## src/design/adc_bus_pkg.sv

```systemverilog
// ------------------------------------------------
// ADC bus definitions
// Host bus address layout, register command codes,
// the packed bus request and the controller ID
// ------------------------------------------------

package adc_bus_pkg;

  localparam int NUM_CH = 8;             // ADC channels served
  localparam logic [15:0] ADC_ID = 16'h0ADC;  // Returned by an ID_REG read

  // Address layout
  // [18:12] offset | [11:8] channel | [7:4] spare | [3:0] command
  typedef struct packed {
    logic [6:0] offset;                  // Upper part of the range check
    logic [3:0] channel;                 // Channel select for per-channel registers
    logic [3:0] spare;                   // Not decoded
    logic [3:0] cmd;                     // Register code, see reg_cmd_e
  } bus_addr_t;

  // Register codes in the command field
  typedef enum logic [3:0] {
    OVERFLOW = 4'h1,                     // Per-channel publish period (write)
    DIVIDE   = 4'h2,                     // Serial clock divider (write)
    PROGRAM  = 4'h4,                     // Command word for the chip (write)
    SAMPLE   = 4'h7,                     // Published sample (read)
    SEQUENCE = 4'h8,                     // Sequence number (read)
    ID_REG   = 4'h9,                     // Constant ID (read)
    BUSY     = 4'hA,                     // Program frame pending (read)
    LAST     = 4'hB                      // Last executed command (read)
  } reg_cmd_e;

  // One bus cycle as seen by the register block
  typedef struct packed {
    logic        enable;                 // Bus select
    logic        re;                     // Read strobe
    logic        wr;                     // Write strobe
    bus_addr_t   addr;
    logic [15:0] data;                   // Write data
  } bus_req_t;

endpackage

```

## src/design/adc_frame_pkg.sv

```systemverilog
// ------------------------------------------------
// ADC serial frame definitions
// Words, sample layout, capture handoff and the
// one-hot frame FSM encoding
// ------------------------------------------------

package adc_frame_pkg;

  typedef logic [15:0] word_t;           // One serial frame or register word
  typedef logic [2:0]  ch_id_t;          // Channel number carried in a sample

  // Sample as shifted in from the chip, channel on top
  typedef struct packed {
    ch_id_t      ch;
    logic [12:0] value;
  } sample_t;

  // Finished sample handed from the serial port to the rate gate
  typedef struct packed {
    logic    valid;                      // One clk pulse at frame end
    sample_t sample;
  } capture_t;

  // Frame FSM, one-hot
  typedef enum logic [4:0] {
    INIT        = 5'b00001,              // Pick next frame kind
    PROGRAM_ADC = 5'b00010,              // Shift command out
    GET_VALUES  = 5'b00100,              // Shift sample in
    COPY        = 5'b01000,              // Sample frame done
    WRITEBACK   = 5'b10000               // Program frame done
  } frame_state_e;

endpackage

```

## src/design/adc_bus_regs.sv

```systemverilog
// ------------------------------------------------
// ADC bus register block
// Range checks the host address, stores the
// PROGRAM, DIVIDE and OVERFLOW registers on writes
// and returns registered read data
// ------------------------------------------------
`timescale 1ns/1ps

module adc_bus_regs #(
  parameter logic [10:0] MIN_CHANNEL = 11'd0,  // Lowest accepted {offset, channel}
  parameter logic [10:0] MAX_CHANNEL = 11'd1   // Highest accepted {offset, channel}
) (
  input  logic                    clk,
  input  logic                    reset,
  input  adc_bus_pkg::bus_req_t   req,
  input  logic                    busy,
  input  adc_frame_pkg::word_t    last_cmd,
  input  adc_frame_pkg::word_t    samples  [adc_bus_pkg::NUM_CH],
  input  adc_frame_pkg::word_t    seq_nums [adc_bus_pkg::NUM_CH],
  output adc_frame_pkg::word_t    data_out,
  output adc_frame_pkg::word_t    cmd_word,
  output adc_frame_pkg::word_t    clk_div,
  output adc_frame_pkg::word_t    period   [adc_bus_pkg::NUM_CH]
);

  import adc_bus_pkg::*;
  import adc_frame_pkg::*;

  logic [10:0] upper;                    // Offset and channel taken together
  logic        sel;                      // Enabled and in range
  ch_id_t      ch;                       // Per-channel register index

  assign upper = {req.addr.offset, req.addr.channel};
  assign sel   = req.enable && (upper >= MIN_CHANNEL) && (upper <= MAX_CHANNEL);
  assign ch    = req.addr.channel[2:0];  // Range check keeps this inside NUM_CH

  // ------------------------------------------------
  // Write side
  // ------------------------------------------------
  always_ff @(posedge clk) begin
    if (reset) begin
      cmd_word <= '0;
      clk_div  <= '0;
      for (int i = 0; i < NUM_CH; i++) begin
        period[i] <= '0;                 // Publish every clock until set
      end
    end else if (sel && req.wr) begin
      case (req.addr.cmd)
        PROGRAM:  cmd_word   <= req.data;  // Picked up by the next INIT
        DIVIDE:   clk_div    <= req.data;
        OVERFLOW: period[ch] <= req.data;
        default: ;                       // Read-only codes ignore writes
      endcase
    end
  end

  // ------------------------------------------------
  // Read side, one clock latency
  // ------------------------------------------------
  always_ff @(posedge clk) begin
    if (reset) begin
      data_out <= '0;
    end else if (sel && req.re) begin
      case (req.addr.cmd)
        SAMPLE:   data_out <= samples[ch];
        SEQUENCE: data_out <= seq_nums[ch];
        ID_REG:   data_out <= ADC_ID;
        BUSY:     data_out <= {15'h0000, busy};
        LAST:     data_out <= last_cmd;
        default:  data_out <= '0;        // Write-only or undefined code
      endcase
    end else begin
      data_out <= '0;                    // Bus idle or out of range
    end
  end

endmodule

```

## src/design/adc_frame_engine.sv

```systemverilog
// ------------------------------------------------
// ADC frame engine
// Decides between program and sample frames,
// counts the 16 bits of a frame and drives the
// serial port control levels
// ------------------------------------------------
`timescale 1ns/1ps

module adc_frame_engine (
  input  logic                  clk,
  input  logic                  reset,
  input  logic                  bit_tick,   // Rising serial edge
  input  adc_frame_pkg::word_t  cmd_word,   // Host PROGRAM register
  output logic                  busy,
  output adc_frame_pkg::word_t  last_cmd,
  output logic                  cs_n_next,
  output logic                  shift_en,
  output logic                  load_out,
  output adc_frame_pkg::word_t  out_word,
  output logic                  capture_en
);

  import adc_frame_pkg::*;

  frame_state_e state;
  logic [3:0]   bit_cnt;                 // Bits done in the current frame
  word_t        cur_cmd;                 // Command being executed
  logic         last_bit;

  assign last_bit = (bit_cnt == 4'd15);

  // ------------------------------------------------
  // State and datapath registers
  // ------------------------------------------------
  always_ff @(posedge clk) begin
    if (reset) begin
      state    <= INIT;
      bit_cnt  <= '0;
      cur_cmd  <= '0;
      last_cmd <= '0;                    // Matches reset cmd_word, so no program frame
    end else begin
      case (state)
        INIT: begin
          bit_cnt <= '0;
          if (bit_tick) begin            // cs falls on this tick
            cur_cmd <= cmd_word;
            if (cmd_word != last_cmd)
              state <= PROGRAM_ADC;      // New command waiting
            else
              state <= GET_VALUES;
          end
        end

        PROGRAM_ADC: begin
          if (bit_tick) begin
            bit_cnt <= bit_cnt + 4'd1;
            if (last_bit) begin
              last_cmd <= cur_cmd;       // Command fully shifted out
              state    <= WRITEBACK;
            end
          end
        end

        GET_VALUES: begin
          if (bit_tick) begin
            bit_cnt <= bit_cnt + 4'd1;
            if (last_bit)
              state <= COPY;             // Serial port emits the capture here
          end
        end

        // Single clk states, cs already high
        COPY:      state <= INIT;
        WRITEBACK: state <= INIT;

        default:   state <= INIT;
      endcase
    end
  end

  // ------------------------------------------------
  // Control levels for the serial port
  // They describe the bit period after the next tick
  // ------------------------------------------------
  always_comb begin
    cs_n_next = 1'b1;
    case (state)
      INIT:        cs_n_next = 1'b0;     // Every INIT tick opens a frame
      PROGRAM_ADC: cs_n_next = last_bit;
      GET_VALUES:  cs_n_next = last_bit;
      default:     cs_n_next = 1'b1;
    endcase
  end

  assign load_out   = (state == PROGRAM_ADC) && (bit_cnt == 4'd0);  // MSB on first fall
  assign shift_en   = (state == PROGRAM_ADC) && (bit_cnt != 4'd0);
  assign capture_en = (state == GET_VALUES);
  assign out_word   = cur_cmd;

  // Pending new command, or one still going out
  assign busy = (cmd_word != last_cmd) || (state == PROGRAM_ADC);

endmodule

```

## src/design/adc_serial_phy.sv

```systemverilog
// ------------------------------------------------
// ADC serial port
// Divides clk into the serial clock, times chip
// select and holds the in and out shift registers
// ------------------------------------------------
`timescale 1ns/1ps

module adc_serial_phy (
  input  logic                     clk,
  input  logic                     reset,
  input  adc_frame_pkg::word_t     clk_div,    // Half period minus one, in clk
  input  logic                     cs_n_next,
  input  logic                     shift_en,
  input  logic                     load_out,
  input  adc_frame_pkg::word_t     out_word,
  input  logic                     capture_en,
  input  logic                     adc_dout,
  output logic                     sclk,
  output logic                     cs,
  output logic                     adc_din,
  output logic                     bit_tick,
  output adc_frame_pkg::capture_t  capture
);

  import adc_frame_pkg::*;

  word_t div_cnt;
  word_t out_reg;                        // MSB drives adc_din
  word_t in_reg;                         // Bits gathered from adc_dout
  logic  div_hit;
  logic  rise_ev;
  logic  fall_ev;
  logic  frame_end;

  assign div_hit   = (div_cnt >= clk_div);  // Also recovers if clk_div shrinks
  assign rise_ev   = div_hit && !sclk;
  assign fall_ev   = div_hit && sclk;
  assign bit_tick  = rise_ev;
  assign frame_end = rise_ev && capture_en && cs_n_next;  // Last bit of a sample frame

  // Serial clock divider
  always_ff @(posedge clk) begin
    if (reset) begin
      div_cnt <= '0;
      sclk    <= 1'b0;
    end else if (div_hit) begin
      div_cnt <= '0;
      sclk    <= ~sclk;
    end else begin
      div_cnt <= div_cnt + 16'd1;
    end
  end

  // Chip select moves with the rising edge
  always_ff @(posedge clk) begin
    if (reset)
      cs <= 1'b1;
    else if (rise_ev)
      cs <= cs_n_next;
  end

  // Out register changes on the falling edge
  always_ff @(posedge clk) begin
    if (reset)
      out_reg <= '0;
    else if (fall_ev) begin
      if (load_out)
        out_reg <= out_word;
      else if (shift_en)
        out_reg <= {out_reg[14:0], 1'b0};
      else
        out_reg <= '0;                   // Keep adc_din low between frames
    end
  end

  assign adc_din = out_reg[15];

  // In register samples on the rising edge
  always_ff @(posedge clk) begin
    if (rise_ev && capture_en)
      in_reg <= {in_reg[14:0], adc_dout};
  end

  always_ff @(posedge clk) begin
    if (reset)
      capture.valid <= 1'b0;
    else
      capture.valid <= frame_end;
    if (frame_end)
      capture.sample <= sample_t'({in_reg[14:0], adc_dout});  // Include the final bit
  end

endmodule

```

## src/design/adc_rate_gate.sv

```systemverilog
// ------------------------------------------------
// ADC rate gate
// Buffers the newest sample per channel and
// publishes it every period+1 clocks with a
// running sequence number
// ------------------------------------------------
`timescale 1ns/1ps

module adc_rate_gate (
  input  logic                     clk,
  input  logic                     reset,
  input  adc_frame_pkg::word_t     period   [adc_bus_pkg::NUM_CH],
  input  adc_frame_pkg::capture_t  capture,
  output adc_frame_pkg::word_t     samples  [adc_bus_pkg::NUM_CH],
  output adc_frame_pkg::word_t     seq_nums [adc_bus_pkg::NUM_CH],
  output logic                     new_sample
);

  import adc_bus_pkg::*;
  import adc_frame_pkg::*;

  sample_t                sample_buf [NUM_CH];  // Newest capture per channel
  word_t                  tick_cnt   [NUM_CH];
  logic [NUM_CH-1:0]      publish;

  // Captures land in the slot their channel bits name
  always_ff @(posedge clk) begin
    if (capture.valid)
      sample_buf[capture.sample.ch] <= capture.sample;  // Overwrites if not yet published
  end

  // ------------------------------------------------
  // Per-channel period counters
  // ------------------------------------------------
  for (genvar i = 0; i < NUM_CH; i++) begin : g_chan
    assign publish[i] = (tick_cnt[i] >= period[i]);  // >= survives a shrinking period

    always_ff @(posedge clk) begin
      if (reset) begin
        tick_cnt[i] <= '0;
        seq_nums[i] <= '0;
      end else if (publish[i]) begin
        tick_cnt[i] <= '0;
        seq_nums[i] <= seq_nums[i] + 16'd1;
      end else begin
        tick_cnt[i] <= tick_cnt[i] + 16'd1;
      end
    end

    always_ff @(posedge clk) begin
      if (publish[i])
        samples[i] <= word_t'(sample_buf[i]);  // Channel bits stay on top
    end
  end

  always_ff @(posedge clk) begin
    if (reset)
      new_sample <= 1'b0;
    else
      new_sample <= |publish;            // Same edge as the sample registers
  end

endmodule

```

## src/design/adc_control.sv

```systemverilog
// ------------------------------------------------
// ADC controller top level
// Memory-mapped control of an 8-channel serial
// ADC, joins bus registers, frame engine, serial
// port and rate gate
// ------------------------------------------------
`timescale 1ns/1ps

module adc_control #(
  parameter logic [10:0] MIN_CHANNEL = 11'd0,
  parameter logic [10:0] MAX_CHANNEL = 11'd1
) (
  input  logic                  clk,
  input  logic                  reset,
  input  logic                  enable,
  input  logic                  re,
  input  logic                  wr,
  input  logic [18:0]           addr,
  input  adc_frame_pkg::word_t  data_in,
  input  logic                  adc_dout,
  output adc_frame_pkg::word_t  data_out,
  output logic                  new_sample,
  output logic                  cs,
  output logic                  sclk,
  output logic                  adc_din
);

  import adc_bus_pkg::*;
  import adc_frame_pkg::*;

  bus_req_t req;
  word_t    cmd_word;
  word_t    clk_div;
  word_t    last_cmd;
  word_t    out_word;
  word_t    period   [NUM_CH];           // OVERFLOW registers
  word_t    samples  [NUM_CH];
  word_t    seq_nums [NUM_CH];
  capture_t capture;
  logic     busy;
  logic     bit_tick;
  logic     cs_n_next;
  logic     shift_en;
  logic     load_out;
  logic     capture_en;

  // Bus strobes into one request
  assign req = '{enable: enable, re: re, wr: wr, addr: bus_addr_t'(addr), data: data_in};

  adc_bus_regs #(
    .MIN_CHANNEL (MIN_CHANNEL),
    .MAX_CHANNEL (MAX_CHANNEL)
  ) i_bus_regs (
    .clk, .reset, .req, .busy, .last_cmd, .samples, .seq_nums,
    .data_out, .cmd_word, .clk_div, .period
  );

  adc_frame_engine i_frame_engine (
    .clk, .reset, .bit_tick, .cmd_word, .busy, .last_cmd,
    .cs_n_next, .shift_en, .load_out, .out_word, .capture_en
  );

  adc_serial_phy i_serial_phy (
    .clk, .reset, .clk_div, .cs_n_next, .shift_en, .load_out, .out_word,
    .capture_en, .adc_dout, .sclk, .cs, .adc_din, .bit_tick, .capture
  );

  adc_rate_gate i_rate_gate (
    .clk, .reset, .period, .capture, .samples, .seq_nums, .new_sample
  );

endmodule

```

## config.mk

```make
export PLATFORM = sky130hd
export DESIGN_NAME = adc_control
export DESIGN_NICKNAME = d
export VERILOG_FILES = /design/src/design/adc_bus_pkg.sv /design/src/design/adc_frame_pkg.sv /design/src/design/adc_bus_regs.sv /design/src/design/adc_frame_engine.sv /design/src/design/adc_serial_phy.sv /design/src/design/adc_rate_gate.sv /design/src/design/adc_control.sv
export SDC_FILE = /design/constraint.sdc
export NUM_CORES = 1
export LEC_CHECK = 0
export BUFFER_PORTS_ARGS = -buffer_cell sky130_fd_sc_hd__buf_2
export CAP_MARGIN = 0
export CORE_AREA = 2 2 335 204
export CTS_CLUSTER_SIZE = 12
export DETAILED_ROUTE_END_ITERATION = 16
export DIE_AREA = 0 0 337 206
export GPL_ROUTABILITY_DRIVEN = 1
export GPL_TIMING_DRIVEN = 0
export HOLD_SLACK_MARGIN = 0.02
export PLACE_DENSITY = 0.77
export SLEW_MARGIN = 20
export SYNTH_ARGS = -nofsm -noshare
export SYNTH_HDL_FRONTEND = slang
export SYNTH_HIERARCHICAL = 1
export SYNTH_SLANG_ARGS = --single-unit
```

## constraint.sdc

```tcl
create_clock -name clk -period 7.33 [get_ports clk]
set_input_delay 0.3665 -clock clk [delete_from_list [all_inputs] [get_ports clk]]
set_output_delay 0.3665 -clock clk [all_outputs]
set_load 0.03 [all_outputs]
```

# [Word-level counts from Yosys, hierarchy flattened]
# Memory sizes are Yosys's and may differ from the RTL's. A register that Yosys moved wholly into a read port is not among the register bits.
# Cells that the tools add are included.
[classes] addsub=18 n_lt_le_gt_ge=13 n_eq_ne=19 n_mux=90 bitwise_logic=19 reduce_logical=27
[ops] op="$mux 16" count=23
[ops] op="$add 16x1->16 const B" count=17
[ops] op="$ge 16x16->1" count=9
[ops] op="$bwmux 128" count=1
[ops] op="$bmux 16 s3" count=2
[ops] op="$pmux 16 s5" count=1
[ops] op="$mux 1" count=52
[ops] op="$demux 16 s3" count=1
[ops] op="$mux 5" count=5
[ops] op="$eq 4x4->1 const B" count=5
[ops] op="$ne 16x16->1" count=1
[ops] op="$or 1x1->1" count=16
[ops] op="$pmux 5 s3" count=1
[ops] op="$ge 11x1->1 const B" count=1
[ops] op="$le 11x1->1 const B" count=1
[ops] op="$logic_and 1x1->1" count=11
[ops] op="$reduce_and 2->1" count=5
[ops] op="$eq 4x3->1 const B" count=2
[ops] op="$ne 2x1->1 const B" count=4
[ops] op="$pmux 4 s2" count=1
[ops] op="$reduce_or 8->1" count=1
[ops] op="$reduce_or 2->1" count=3
[ops] op="$eq 5x1->1 const B" count=1
[ops] op="$eq 5x2->1 const B" count=1
[ops] op="19 further kinds" count=21
[word_totals] regBits=412 ramBits=256 input_bits=41 out_inout_bits=20 word_cells=220 memories=2
[memory_table] memory="i_rate_gate.sample_buf" depth=8 width=16 read_ports=8 rd_clocked_by_memory_dff=8 write_ports=1 line_no="adc_rate_gate.sv:22" rtl="sample_t sample_buf [NUM_CH];"
[memory_table] memory="i_rate_gate.tick_cnt" depth=8 width=16 read_ports=8 rd_clocked_by_memory_dff=0 write_ports=8 line_no="adc_rate_gate.sv:23" rtl="word_t tick_cnt [NUM_CH];"

# [Longest topological paths before layout]
# An unclocked memory read counts as a cell.
[depth] word_depth=7 depth_mapped=12 ltp_nobuf=10

# [Modules after synthesis]
# Netlist, hierarchy kept.
[by_module_without_submodules] module="adc_rate_gate" instances=1 cells_per_inst=2011 area_per_inst_um2=23726.5
[by_module_without_submodules] module="adc_bus_regs" instances=1 cells_per_inst=726 area_per_inst_um2=7582.3
[by_module_without_submodules] module="adc_serial_phy" instances=1 cells_per_inst=290 area_per_inst_um2=3046.7
[by_module_without_submodules] module="adc_frame_engine" instances=1 cells_per_inst=181 area_per_inst_um2=1808.0

# [Worst setup path before layout]
# No wires, ideal clock.
[synth_timing] kind="reg2reg" from="register i_bus_regs.clk_div[10]" to="register i_frame_engine.last_cmd[10]" setup_time_ps=128 arrival_ps=3083 required_time_ps=7202 setup_slack_ps=4119 stages_incl_launch_ff=13 n_path_buf=2 cell_sequence="dfxtp_1 > inv_1 > ha_1 > and4_1 > nand2_1 > or4_4 > a31oi_1 > nand4_1 > nor4b_2 > buf_6 > buf_12 > mux2i_1 > nor2_1"
[synth_via] elab_chain_len=3
[synth_rtl] element="start: declaration" line_no="adc_bus_regs.sv:22" rtl="output adc_frame_pkg::word_t clk_div,"
[synth_rtl] element="start signal: assignment" line_no="adc_bus_regs.sv:50" rtl="DIVIDE: clk_div <= req.data;"
[synth_rtl] element="$ge 16x16->1" line_no="adc_serial_phy.sv:35" rtl="assign div_hit = (div_cnt >= clk_div);"
[synth_rtl] element="$logic_and 1x1->1" line_no="adc_serial_phy.sv:36" rtl="assign rise_ev = div_hit && !sclk;"
[synth_rtl] element="net bit_tick" line_no="adc_control.sv:41" rtl="logic bit_tick;"
[synth_rtl] element="$reduce_and 3->1 (no line)"
[synth_rtl] element="end signal: assignment" line_no="adc_frame_engine.sv:58" rtl="last_cmd <= cur_cmd;"
[synth_rtl] element="end: declaration" line_no="adc_frame_engine.sv:15" rtl="output adc_frame_pkg::word_t last_cmd,"
# The timed path passes the listed nets, and every way through them passes these cells.
# A chain may end at the register's enable or synchronous reset.

# [Worst setup path after layout]
[layout_timing] from="register i_bus_regs.clk_div[10]" to="register i_frame_engine.last_cmd[15]"
# Same word-level chain as after synthesis.

==> results.ini <==
[cts]
clock_latency_ps = 650
root_buffer = clkbuf_16
hold_buffers = 1
numCtsBuffers = 78
path_clk_slew_ps = 60
cts_setup_buffers = 0
cts_resized = 0
cts.sinks = 796
cts_buffer_depth = 3
cts_tree = yes
cts_max_level = 3

[setup_path]
ff2ff_path_depth = 12
critPathKind = reg2reg
startpoint_type = flop
crit_arrival_ps = 4380
rr_endpoint = i_frame_engine/last_cmd[15]
crit_path_end_kind = flop
r2r-start = i_bus_regs/clk_div[10]
required_ps = 7840
reg2reg_setup_slack_ps = 3450
cp_max_fo = 11

[synthesis]
synth_area_leader_cell = edfxtp_1
synth-main-ff-cell = edfxtp_1
synth_seq_cells = 796
syn_area_per_cell_sq_um = 11.27
yosys-top-cells-area = edfxtp_1 34%, dfxtp_1 21%, ha_1 5.6%
yosysWarningCount = 6
syn_area_sq_mm = 0.03616
synth-edff-count = 415
netlist_instances = 3208
async_reset_ff_share_pct = 0
synth_top_area_share_pct = 34.46
yosysSeqAreaShare_pct = 55.55
synthDistinctLibCells = 98

[hold_path]
holdPathEnd = i_bus_regs/period[127]
hold_path.class = in2reg
min_from = data_in[15]
whs_path_depth = 3

[routing]
vias = 25128
first_pass_iters = 9
routedWlPerCell_microns = 20.21
wirelength_microns = 89690
viasPerCell = 5.662
drc = 0
antenna_left = 0
drt_iter0_drc = 3207

[timing]
final_hold_viol_count = 0
skew_ps = 48.91
fin_crit_sh_pct = 52.88
max_slew_margin_pct = 23.38
finalMaxSlewViolations = 0
rsz0062_at_grt = false
setup-tns-final_ps = 0
setup_viol = 0
layout_setup_ws_ps = 3454
fin_hold_ws_ps = 64.05
fmax_ghz = 0.2580
fin_crit_ps = 3876
worst_pin_slew_ps = 1142

[global_routing]
antenna_found_initial = 1
grt_max_degree = 22
grt_pass1_wl_microns = 137300
grt_use_total_pct = 25.79
overflow = 0
grt_pass1_vias = 23420

[place]
dp_hpwl_microns = 63570
place_ws_ps = 3592
port_buffers = 53
dp_cells = 4307
place.gp.congestion = 0.9646

[cells_and_area]
regArea_sq_mm = 0.02009
syn_to_final_growth_pct = 12.08
drive_gt1_share_pct = 9.730
multiInputGateArea_sq_mm = 0.01523
fin_nets = 3680
nFillCells = 5258
layoutNonFillerInstCount = 4438

[job]
cap_violations = 0

[die]
die_h_microns = 206
core_sq_mm = 0.06694
dieArea_sq_mm = 0.06942
std_cell_rows = 74
start_util_pct = 54.02
io-pin-count = 61
die_x_microns = 337

[run_status]
outcome = complete, no violations

[power_and_ir_drop]
ir_worst_vdd_uv = 184.5
power_w = 0.009227
p_per_area_mw_per_mm2 = 227.6
leakagePower_nw = 14.45

## layout make-up
| type | instances | share of cell area [%] |
|---|---|---|
| Clock buffer | 118 | 5.260 |
| Buffer | 126 | 1.519 |
| Sequential cell | 796 | 49.56 |
| Antenna cell | 1 | 0.006174 |
| Tap cell | 912 | 2.815 |
| Inverter | 202 | 1.871 |
| Clock inverter | 11 | 0.5155 |
| Multi-Input combinational cell | 2211 | 37.59 |
| Timing Repair Buffer | 61 | 0.8643 |
## synth_stat cells (12+ instances only)
library cell / count
o21ai_0: 38
nand2_1: 165
and2_1: 19
a31o_2: 14
nor2b_1: 143
nor3_1: 17
nand2b_1: 25
mux2_2: 41
a21oi_1: 105
nor4_1: 12
xnor2_1: 145
dfxtp_1: 381
buf_2: 29
a22oi_1: 13
mux2i_1: 125
a211oi_1: 42
clkbuf_1: 77
and3_1: 49
mux4_2: 22
xor2_1: 75
inv_1: 200
edfxtp_1: 415
a221oi_1: 37
nand4_1: 55
nand3_1: 118
o22ai_1: 13
nor2_1: 441
and4_1: 19
ha_1: 163
## power breakdown
group	leakage [nW]	switching, W	internal (W)
clock	1.11	0.00171	0.00203
sequential	7.10	0.000103	0.00479
combinational	6.23	0.000397	0.000192
total	14.4	0.00221	0.00701
## worst max-delay path by stage
stage / start / endpoint / slack, ps / cells after the start
floorplan: i_bus_regs/clk_div[10] / i_frame_engine/last_cmd[10] / 4120 / 12
global placement: i_bus_regs/clk_div[10] / i_frame_engine/last_cmd[15] / 3330 / 12
detailed placement: i_serial_phy/div_cnt[11] / i_frame_engine/last_cmd[15] / 3590 / 11
CTS: i_bus_regs/clk_div[10] / i_frame_engine/last_cmd[15] / 3570 / 12
global route: i_bus_regs/clk_div[9] / i_frame_engine/last_cmd[15] / 3340 / 12
finish: i_bus_regs/clk_div[10] / i_frame_engine/last_cmd[15] / 3450 / 12
## stage by stage
stage / utilization, % / area, sq um
global placement: 56.84 / 38050
CTS: 60.53 / 40520
detailed placement: 57.02 / 38170
global route: 60.55 / 40530
floorplan: - / 36640
finish: 60.55 / 40530
## critical path, stage by stage (launching register included)
cell     delay, ps
dfxtp_1        330
inv_1           50
ha_1           290
and4_1         280
nand2_1        100
or4_4          580
a31oi_2        730
nand4_1        340
nor4b_2        390
buf_6          210
buf_12         160
mux2i_1        210
nor2_1          60
## logic make-up (layout without fill, tap and decap cells)
family	count (synthesis)	in the layout	synth area share [%]
and+or+nand+nor	1125	1125	15.45
DFF	796	796	55.55
AOI/OAI and AO/OA	378	378	7.736
buffers and inverters	328	518	3.799
xor gates and xnor gates	221	221	5.373
muxes	196	196	6.439
adders and majority gates	163	163	5.640
other	1	129	0.01037
## cell usage in the layout (no fill, tap or decap), types with 19 or more instances in the layout
master | synthesis | routed
nor2_1 | 441 | 435
edfxtp_1 | 415 | 415
dfxtp_1 | 381 | 381
inv_1 | 200 | 200
nand2_1 | 165 | 164
ha_1 | 163 | 163
xnor2_1 | 145 | 145
nor2b_1 | 143 | 143
conb_1 | 1 | 128
mux2i_1 | 125 | 125
nand3_1 | 118 | 118
clkbuf_1 | 77 | 114
a21oi_1 | 105 | 105
buf_2 | 29 | 82
clkbuf_16 | 0 | 78
xor2_1 | 75 | 75
nand4_1 | 55 | 55
and3_1 | 49 | 49
a211oi_1 | 42 | 42
mux2_2 | 41 | 41
o21ai_0 | 38 | 38
a221oi_1 | 37 | 37
nand2b_1 | 25 | 25
mux4_2 | 22 | 22
and2_1 | 19 | 19
and4_1 | 19 | 19
## metal layers
layer	up-vias	global-route usage, %	routed length (microns)
li1	11763	-	-
met1	12027	39.41	41760
met2	1128	35.46	35610
met3	208	6.971	9682
met4	2	7.382	2618
met5	-	0	18
Power figures use the tool's default switching activity.
